==> config.mk <==
export PLATFORM = sky130hd
export DESIGN_NAME = board_specific_top
export DESIGN_NICKNAME = d
export VERILOG_FILES = /design/src/verilog/lab_pkg.sv /design/src/verilog/slow_clk_gen.sv /design/src/verilog/key_sync.sv /design/src/verilog/lab_ctrl_regs.sv /design/src/verilog/lab_counter.sv /design/src/verilog/uart_byte_tx.sv /design/src/verilog/lab_top.sv /design/src/verilog/board_specific_top.sv
export SDC_FILE = /design/constraint.sdc
export NUM_CORES = 1
export LEC_CHECK = 0
export ABC_CLOCK_PERIOD_IN_PS = 3200
export BUFFER_PORTS_ARGS = -buffer_cell sky130_fd_sc_hd__clkbuf_2
export CORE_MARGIN = 3
export CORE_UTILIZATION = 62
export CTS_CLUSTER_SIZE = 40
export DETAILED_ROUTE_END_ITERATION = 8
export PLACE_DENSITY = 0.82
export SETUP_SLACK_MARGIN = 0.2
export SYNTH_ARGS = -nofsm -noshare
export SYNTH_HDL_FRONTEND = slang
export SYNTH_HIERARCHICAL = 1
export SYNTH_SLANG_ARGS = --single-unit
==> constraint.sdc <==
create_clock -name CLK -period 3.2 [get_ports CLK]
set_clock_uncertainty 0.15 [all_clocks]
set_input_delay 0.32 -clock CLK [delete_from_list [all_inputs] [get_ports CLK]]
set_output_delay 0.32 -clock CLK [all_outputs]
set_load 0.1 [all_outputs]
==> src/verilog/lab_pkg.sv <==
package lab_pkg;

    ////////////////////////////////////////
    // board widths
    ////////////////////////////////////////

    localparam w_key   = 4;                     // last key is the reset.
    localparam w_sw    = 2;
    localparam w_led   = 4;
    localparam w_count = 8;

    ////////////////////////////////////////
    // value types
    ////////////////////////////////////////

    typedef logic [w_count - 1:0] count_t;      // counter value, one byte.
    typedef logic [w_sw    - 1:0] step_shift_t; // log2 of the step size.

    // one-cycle key events, one per lab key
    typedef struct packed
    {
        logic toggle_dir;                       // key 0.
        logic toggle_run;                       // key 1.
        logic clear;                            // key 2.
    } key_evt_t;

    typedef struct packed
    {
        logic        run;
        logic        down;
        step_shift_t step_shift;
    } lab_ctrl_t;

endpackage

==> src/verilog/slow_clk_gen.sv <==
`timescale 1ns/1ns

module slow_clk_gen
# (
    parameter period_cycles = 1000
)
(
    input  logic clk,
    input  logic rst,
    output logic tick
);

    localparam w_cnt = $clog2 (period_cycles + 1);

    logic [w_cnt - 1:0] cnt;

    // down-counter, the strobe fires as it wraps.
    always_ff @ (posedge clk)
    begin
        if (rst)
        begin
            cnt  <= w_cnt' (period_cycles - 1);
            tick <= 1'b0;
        end
        else if (cnt == '0)
        begin
            cnt  <= w_cnt' (period_cycles - 1);  // reload for next period.
            tick <= 1'b1;
        end
        else
        begin
            cnt  <= cnt - 1'b1;
            tick <= 1'b0;
        end
    end

endmodule

==> src/verilog/key_sync.sv <==
`timescale 1ns/1ns

module key_sync
(
    input  logic                       clk,
    input  logic                       rst,
    input  logic [2:0]                 key,
    input  logic [lab_pkg::w_sw - 1:0] sw,
    output lab_pkg::key_evt_t          key_evt,
    output lab_pkg::step_shift_t       sw_sync
);

    logic [2:0]                 key_s1;
    logic [2:0]                 key_s2;
    logic [2:0]                 key_prev;
    logic [2:0]                 key_rise;
    logic [lab_pkg::w_sw - 1:0] sw_s1;

    assign key_rise = key_s2 & ~key_prev;       // rising edge after sync.

    always_ff @ (posedge clk)
    begin
        if (rst)
        begin
            key_s1   <= '0;
            key_s2   <= '0;
            key_prev <= '0;
            key_evt  <= '0;
        end
        else
        begin
            key_s1   <= key;
            key_s2   <= key_s1;
            key_prev <= key_s2;
            key_evt  <= '{toggle_dir: key_rise [0],
                          toggle_run: key_rise [1],
                          clear:      key_rise [2]};
        end
    end

    // switches are levels, two flops are enough.
    always_ff @ (posedge clk)
    begin
        sw_s1   <= sw;
        sw_sync <= sw_s1;
    end

endmodule

==> src/verilog/lab_ctrl_regs.sv <==
`timescale 1ns/1ns

module lab_ctrl_regs
(
    input  logic                 clk,
    input  logic                 rst,
    input  lab_pkg::key_evt_t    key_evt,
    input  lab_pkg::step_shift_t sw_sync,
    output lab_pkg::lab_ctrl_t   ctrl
);

    ////////////////////////////////////////
    // step size follows the switches
    ////////////////////////////////////////

    always_ff @ (posedge clk)
    begin
        ctrl.step_shift <= sw_sync;             // reloaded every cycle.
    end

    ////////////////////////////////////////
    // run and direction toggles
    ////////////////////////////////////////

    always_ff @ (posedge clk)
    begin
        if (rst)
        begin
            ctrl.run  <= 1'b1;                  // start running.
            ctrl.down <= 1'b0;                  // count up.
        end
        else
        begin
            if (key_evt.toggle_run)
                ctrl.run <= ~ctrl.run;

            if (key_evt.toggle_dir)
                ctrl.down <= ~ctrl.down;
        end
    end

endmodule

==> src/verilog/lab_counter.sv <==
`timescale 1ns/1ns

module lab_counter
(
    input  logic               clk,
    input  logic               rst,
    input  logic               tick,
    input  logic               clear,
    input  lab_pkg::lab_ctrl_t ctrl,
    output lab_pkg::count_t    count,
    output logic               count_new
);

    lab_pkg::count_t step;

    assign step = lab_pkg::count_t' (1) << ctrl.step_shift;  // 1, 2, 4 or 8.

    always_ff @ (posedge clk)
    begin
        if (rst)
        begin
            count     <= '0;
            count_new <= 1'b0;
        end
        else if (clear)
        begin
            count     <= '0;                    // clear wins over a tick.
            count_new <= 1'b0;
        end
        else if (tick & ctrl.run)
        begin
            // wraps modulo 256 in both directions.
            count     <= ctrl.down ? count - step : count + step;
            count_new <= 1'b1;
        end
        else
        begin
            count_new <= 1'b0;
        end
    end

endmodule

==> src/verilog/uart_byte_tx.sv <==
`timescale 1ns/1ns

module uart_byte_tx
# (
    parameter bit_cycles = 217
)
(
    input  logic            clk,
    input  logic            rst,
    input  lab_pkg::count_t data,
    input  logic            load,
    output logic            tx
);

    localparam w_baud = $clog2 (bit_cycles + 1);

    typedef enum logic [1:0]
    {
        st_idle,
        st_start,
        st_data,
        st_stop
    } state_t;

    state_t              state;
    logic [w_baud - 1:0] baud_cnt;
    logic [2:0]          bit_idx;
    lab_pkg::count_t     shreg;

    wire bit_done = (baud_cnt == '0);           // end of the current bit.

    always_ff @ (posedge clk)
    begin
        if (rst)
        begin
            state    <= st_idle;
            tx       <= 1'b1;                   // line idles high.
            baud_cnt <= '0;
            bit_idx  <= '0;
        end
        else
        begin
            if (state != st_idle)
                baud_cnt <= bit_done ? w_baud' (bit_cycles - 1) : baud_cnt - 1'b1;

            case (state)
            st_idle:
                if (load)                       // a busy load is simply lost.
                begin
                    state    <= st_start;
                    tx       <= 1'b0;
                    baud_cnt <= w_baud' (bit_cycles - 1);
                end
            st_start:
                if (bit_done)
                begin
                    state   <= st_data;
                    tx      <= shreg [0];       // lsb first.
                    bit_idx <= '0;
                end
            st_data:
                if (bit_done)
                begin
                    if (bit_idx == 3'd7)
                    begin
                        state <= st_stop;
                        tx    <= 1'b1;
                    end
                    else
                    begin
                        tx      <= shreg [0];
                        bit_idx <= bit_idx + 1'b1;
                    end
                end
            st_stop:
                if (bit_done)
                    state <= st_idle;
            default:
                state <= st_idle;
            endcase
        end
    end

    // payload shifts out one bit per data slot.
    always_ff @ (posedge clk)
    begin
        if (state == st_idle && load)
            shreg <= data;
        else if ((state == st_start || state == st_data) && bit_done)
            shreg <= shreg >> 1;
    end

endmodule

==> src/verilog/lab_top.sv <==
`timescale 1ns/1ns

module lab_top
# (
    parameter bit_cycles = 217
)
(
    input  logic                        clk,
    input  logic                        rst,
    input  logic                        tick,
    input  logic [2:0]                  key,
    input  logic [lab_pkg::w_sw  - 1:0] sw,
    output logic [lab_pkg::w_led - 1:0] led,
    output logic                        uart_tx
);

    lab_pkg::key_evt_t    key_evt;
    lab_pkg::step_shift_t sw_sync;
    lab_pkg::lab_ctrl_t   ctrl;
    lab_pkg::count_t      count;
    logic                 count_new;

    ////////////////////////////////////////
    // key front end and settings
    ////////////////////////////////////////

    key_sync i_key_sync
    (
        .clk     ( clk     ),
        .rst     ( rst     ),
        .key     ( key     ),
        .sw      ( sw      ),
        .key_evt ( key_evt ),
        .sw_sync ( sw_sync )
    );

    lab_ctrl_regs i_lab_ctrl_regs
    (
        .clk     ( clk     ),
        .rst     ( rst     ),
        .key_evt ( key_evt ),
        .sw_sync ( sw_sync ),
        .ctrl    ( ctrl    )
    );

    ////////////////////////////////////////
    // counter and serial output
    ////////////////////////////////////////

    lab_counter i_lab_counter
    (
        .clk       ( clk           ),
        .rst       ( rst           ),
        .tick      ( tick          ),
        .clear     ( key_evt.clear ),  // straight from the key front end.
        .ctrl      ( ctrl          ),
        .count     ( count         ),
        .count_new ( count_new     )
    );

    uart_byte_tx # (.bit_cycles (bit_cycles)) i_uart_byte_tx
    (
        .clk  ( clk       ),
        .rst  ( rst       ),
        .data ( count     ),
        .load ( count_new ),
        .tx   ( uart_tx   )
    );

    assign led = count [lab_pkg::w_led - 1:0];  // low nibble.

endmodule

==> src/verilog/board_specific_top.sv <==
`timescale 1ns/1ns

module board_specific_top
# (
    parameter clk_mhz = 25,
              slow_hz = 4,
              baud    = 115200
)
(
    input  logic                        CLK,
    input  logic [lab_pkg::w_key - 1:0] KEY,
    input  logic [lab_pkg::w_sw  - 1:0] SW,
    output logic [lab_pkg::w_led - 1:0] LED,
    output logic                        UART_TX
);

    localparam period_cycles = clk_mhz * 1000000 / slow_hz;
    localparam bit_cycles    = clk_mhz * 1000000 / baud;

    logic clk;
    logic rst;
    logic tick;

    assign clk = CLK;
    assign rst = KEY [lab_pkg::w_key - 1];      // last key is the reset.

    ////////////////////////////////////////
    // slow tick strobe on the main clock
    ////////////////////////////////////////

    slow_clk_gen # (.period_cycles (period_cycles)) i_slow_clk_gen
    (
        .clk  ( clk  ),
        .rst  ( rst  ),
        .tick ( tick )
    );

    ////////////////////////////////////////
    // lab
    ////////////////////////////////////////

    lab_top # (.bit_cycles (bit_cycles)) i_lab_top
    (
        .clk     ( clk                          ),
        .rst     ( rst                          ),
        .tick    ( tick                         ),
        .key     ( KEY [lab_pkg::w_key - 2:0]   ),
        .sw      ( SW                           ),
        .led     ( LED                          ),
        .uart_tx ( UART_TX                      )
    );

endmodule

==> flow_metrics.env <==
export IMPL_die_h_um=83.28
export IMPL_nFillCells=440
export IMPL_layout_setup_ws_ps=512.2
export IMPL_post_drt_via_cell_ratio=5.809
export IMPL_max_slew_margin_rel=0.5469
export IMPL_remaining_drc_errors=0
export IMPL_io_buffers=11
export IMPL_antenna_left=0
export IMPL_cts_tree="built"
export IMPL_layout_commonest_cell="dfxtp_1"
export IMPL_cts_buffers=9
export IMPL_cts_sinks=75
export IMPL_synth_edf_count=8
export IMPL_p_leak_nw=1.482
export IMPL_placedCellCount=437
export IMPL_path_clk_slew_ps=70
export IMPL_end_kind="flip-flop"
export IMPL_crit_type="flip-flop to flip-flop"
export IMPL_postSynth_asyncResetShare=0
export IMPL_status="finished, final reports clean"
export IMPL_p_per_area_mw_per_mm2=640.0
export IMPL_area_delta_synth_final_pct=6.860
export IMPL_timing_fmax_ghz=0.3721
export IMPL_cp_arrival_ps=2820
export IMPL_nNetsFinal=404
export IMPL_clockBufferDepth=2
export IMPL_grt_pass1_wl_um=11450
export IMPL_yosysWarnings=6
export IMPL_post_dp_hpwl_um=4409
export IMPL_rows=27
export IMPL_antenna_found_initial=0
export IMPL_place_area_mm2=0.003726
export IMPL_synth_area_mm2=0.003702
export IMPL_hold_viol=0
export IMPL_synth_avg_cell_area_um2=10.06
export IMPL_grt_usage=0.2017
export IMPL_cts_root_buffer="clkbuf_8"
export IMPL_cp_max_fo=4
export IMPL_final_cell_mix="dfxtp_1 (67), nand2_1 (30), nor2_1 (22)"
export IMPL_synth_cell_type_count=71
export IMPL_dr_total_vias=2643
export IMPL_ys_seq_area_frac=0.4272
export IMPL_finalSetupTns_ps=0
export IMPL_dieArea_mm2=0.006935
export IMPL_grt_pass1_vias=2538
export IMPL_tightestPinTransition_ps=673.4
export IMPL_synth_nets=394
export IMPL_diodes=0
export IMPL_drive_gt1_frac=0.1645
export IMPL_cp_start_kind="flip-flop"
export IMPL_grt_max_degree=34
export IMPL_overflow=0
export IMPL_first_pass_iters=4
export IMPL_cp_data_required_time_ps=3330
export IMPL_drtIter0Drc=178
export IMPL_insertion_delay_ps=350
export IMPL_ys_flop_type="dfxtp_1"
export IMPL_avgRoutedWirePerCell_um=13.89
export IMPL_ioPinCount=12
export IMPL_finalCriticalPeriod_ps=2688
export IMPL_cts_resized=0
export IMPL_cts_max_level=3
export IMPL_die_x_um=83.28
export IMPL_p_total_w=0.002532
export IMPL_ys_ff_latch=75
export IMPL_initial_core_util=0.6562
export IMPL_setup_violations=0
export IMPL_wl_um=6318
export IMPL_gp_congestion=0.7950
export IMPL_irDropWorstVdd_uv=413.7
export IMPL_pre_cts_ws_ps=534.2
export IMPL_slew_viol_final=0
export IMPL_rsz0062_at_grt="no"
export IMPL_hp_class="primary input to flip-flop"
export IMPL_core_area_mm2=0.005642
export IMPL_max_cap_viol_count=0
export IMPL_stdcell_count=455
export IMPL_synth_cells=368
export IMPL_post_route_period_util=0.8399
export IMPL_fin_area_mm2=0.003956
## layer usage
layer  part of all wire  vias to the layer above  track usage
met2               0.50                       33       0.3404
li1                   -                     1352            -
met5                  0                        -            0
met3              0.025                       13      0.05357
met1               0.45                     1245       0.2368
met4              0.024                        0      0.09658
## final cells by class
cell class | instances | area (µm²) | area share
well taps | 72 | 90.09 | 0.02277
flip-flops and latches | 75 | 1582 | 0.3997
clock inverters | 5 | 78.83 | 0.01992
clock buffers | 11 | 131.4 | 0.03321
inverters | 13 | 48.80 | 0.01233
multi-input cells | 266 | 1951 | 0.4930
repair buffers | 13 | 75.07 | 0.01898
## per-stage QoR
| step | hold WS [ps] | util |
|---|---|---|
| after global routing | 11.69 | 0.7013 |
| after detailed placement | 165.1 | 0.6605 |
| final | 30.31 | 0.7013 |
| after floorplan | 159.6 | - |
| after CTS | 13.73 | 0.7013 |
| after global placement | 160.7 | 0.6605 |
## power by group
group	total [W]	internal [W]	switching, W
clock	0.000774	0.000438	0.000336
combinational	0.000662	0.000241	0.000420
sequential	0.00110	0.00104	0.0000555
total	0.00253	0.00172	0.000811
## sequential cells by signal, indices dropped and copies added, names as in the netlist, 3 cells and up
name                               flops
i_slow_clk_gen/cnt                    23
i_lab_top/i_lab_counter/count          8
i_lab_top/i_uart_byte_tx/baud_cnt      8
i_lab_top/i_uart_byte_tx/shreg         8
i_lab_top/i_lab_ctrl_regs/ctrl         4
i_lab_top/i_key_sync/key_evt           3
i_lab_top/i_key_sync/key_prev          3
i_lab_top/i_key_sync/key_s1            3
i_lab_top/i_key_sync/key_s2            3
i_lab_top/i_uart_byte_tx/bit_idx       3
## synth_stat cells (5+ instances only)
library cell	instances	share of area
edfxtp_1	8	0.065
inv_1	13	0.013
nor3_1	7	0.0095
buf_6	5	0.015
o31ai_1	8	0.016
nand2_1	30	0.030
or4_1	9	0.018
xor2_1	6	0.014
ha_1	18	0.061
mux2_2	9	0.027
dfxtp_1	67	0.36
nor2b_1	12	0.020
xnor2_1	11	0.026
o21ai_1	5	0.0068
a211oi_1	6	0.012
a21oi_1	21	0.028
clkbuf_1	5	0.0051
nor2_1	22	0.022
nand2b_1	7	0.012
a31oi_1	5	0.0084
nand3_1	13	0.018
## worst paths after layout
path / depth (start not counted) / endpoint / from / slack [ps]
worst max-delay path: 10 / i_lab_top/i_lab_counter/count[7] / i_lab_top/i_lab_ctrl_regs/ctrl[1] / 510
worst min-delay path: 2 / i_lab_top/i_key_sync/key_s1[0] / KEY[0] / 30
worst max register to register: 10 / i_lab_top/i_lab_counter/count[7] / i_lab_top/i_lab_ctrl_regs/ctrl[1] / 510
worst min register to register: 0 / i_lab_top/i_lab_ctrl_regs/ctrl[1] / i_lab_top/i_key_sync/sw_sync[1] / 180
## critical path, stage by stage, from the launching register on
cell      delay, ps
dfxtp_1         340
or2_2           310
ha_1            260
nor2b_1         130
a31oi_1         270
ha_1            240
nor2_2           50
a211oi_2        210
mux2_2          370
a21o_1          170
a21oi_2         120
## logic make-up (layout without fill, tap and decap cells)
family,Yosys count,in the layout,synth area share
buffers and inverters,27,42,0.04596
AOI/OAI and AO/OA,73,73,0.1487
xor gates and xnor gates,17,17,0.04022
muxes,12,12,0.03549
and+or+nand+nor,145,145,0.2362
DFF,75,75,0.4272
adders and majority gates,19,19,0.06624
## timing repair
| item | CTS | global route |
|---|---|---|
| hold buffers | 2 | 0 |
| hold endpoints to repair | 2 | 0 |
| buffers inserted | 0 | 0 |
Power figures use the tool's default switching activity.
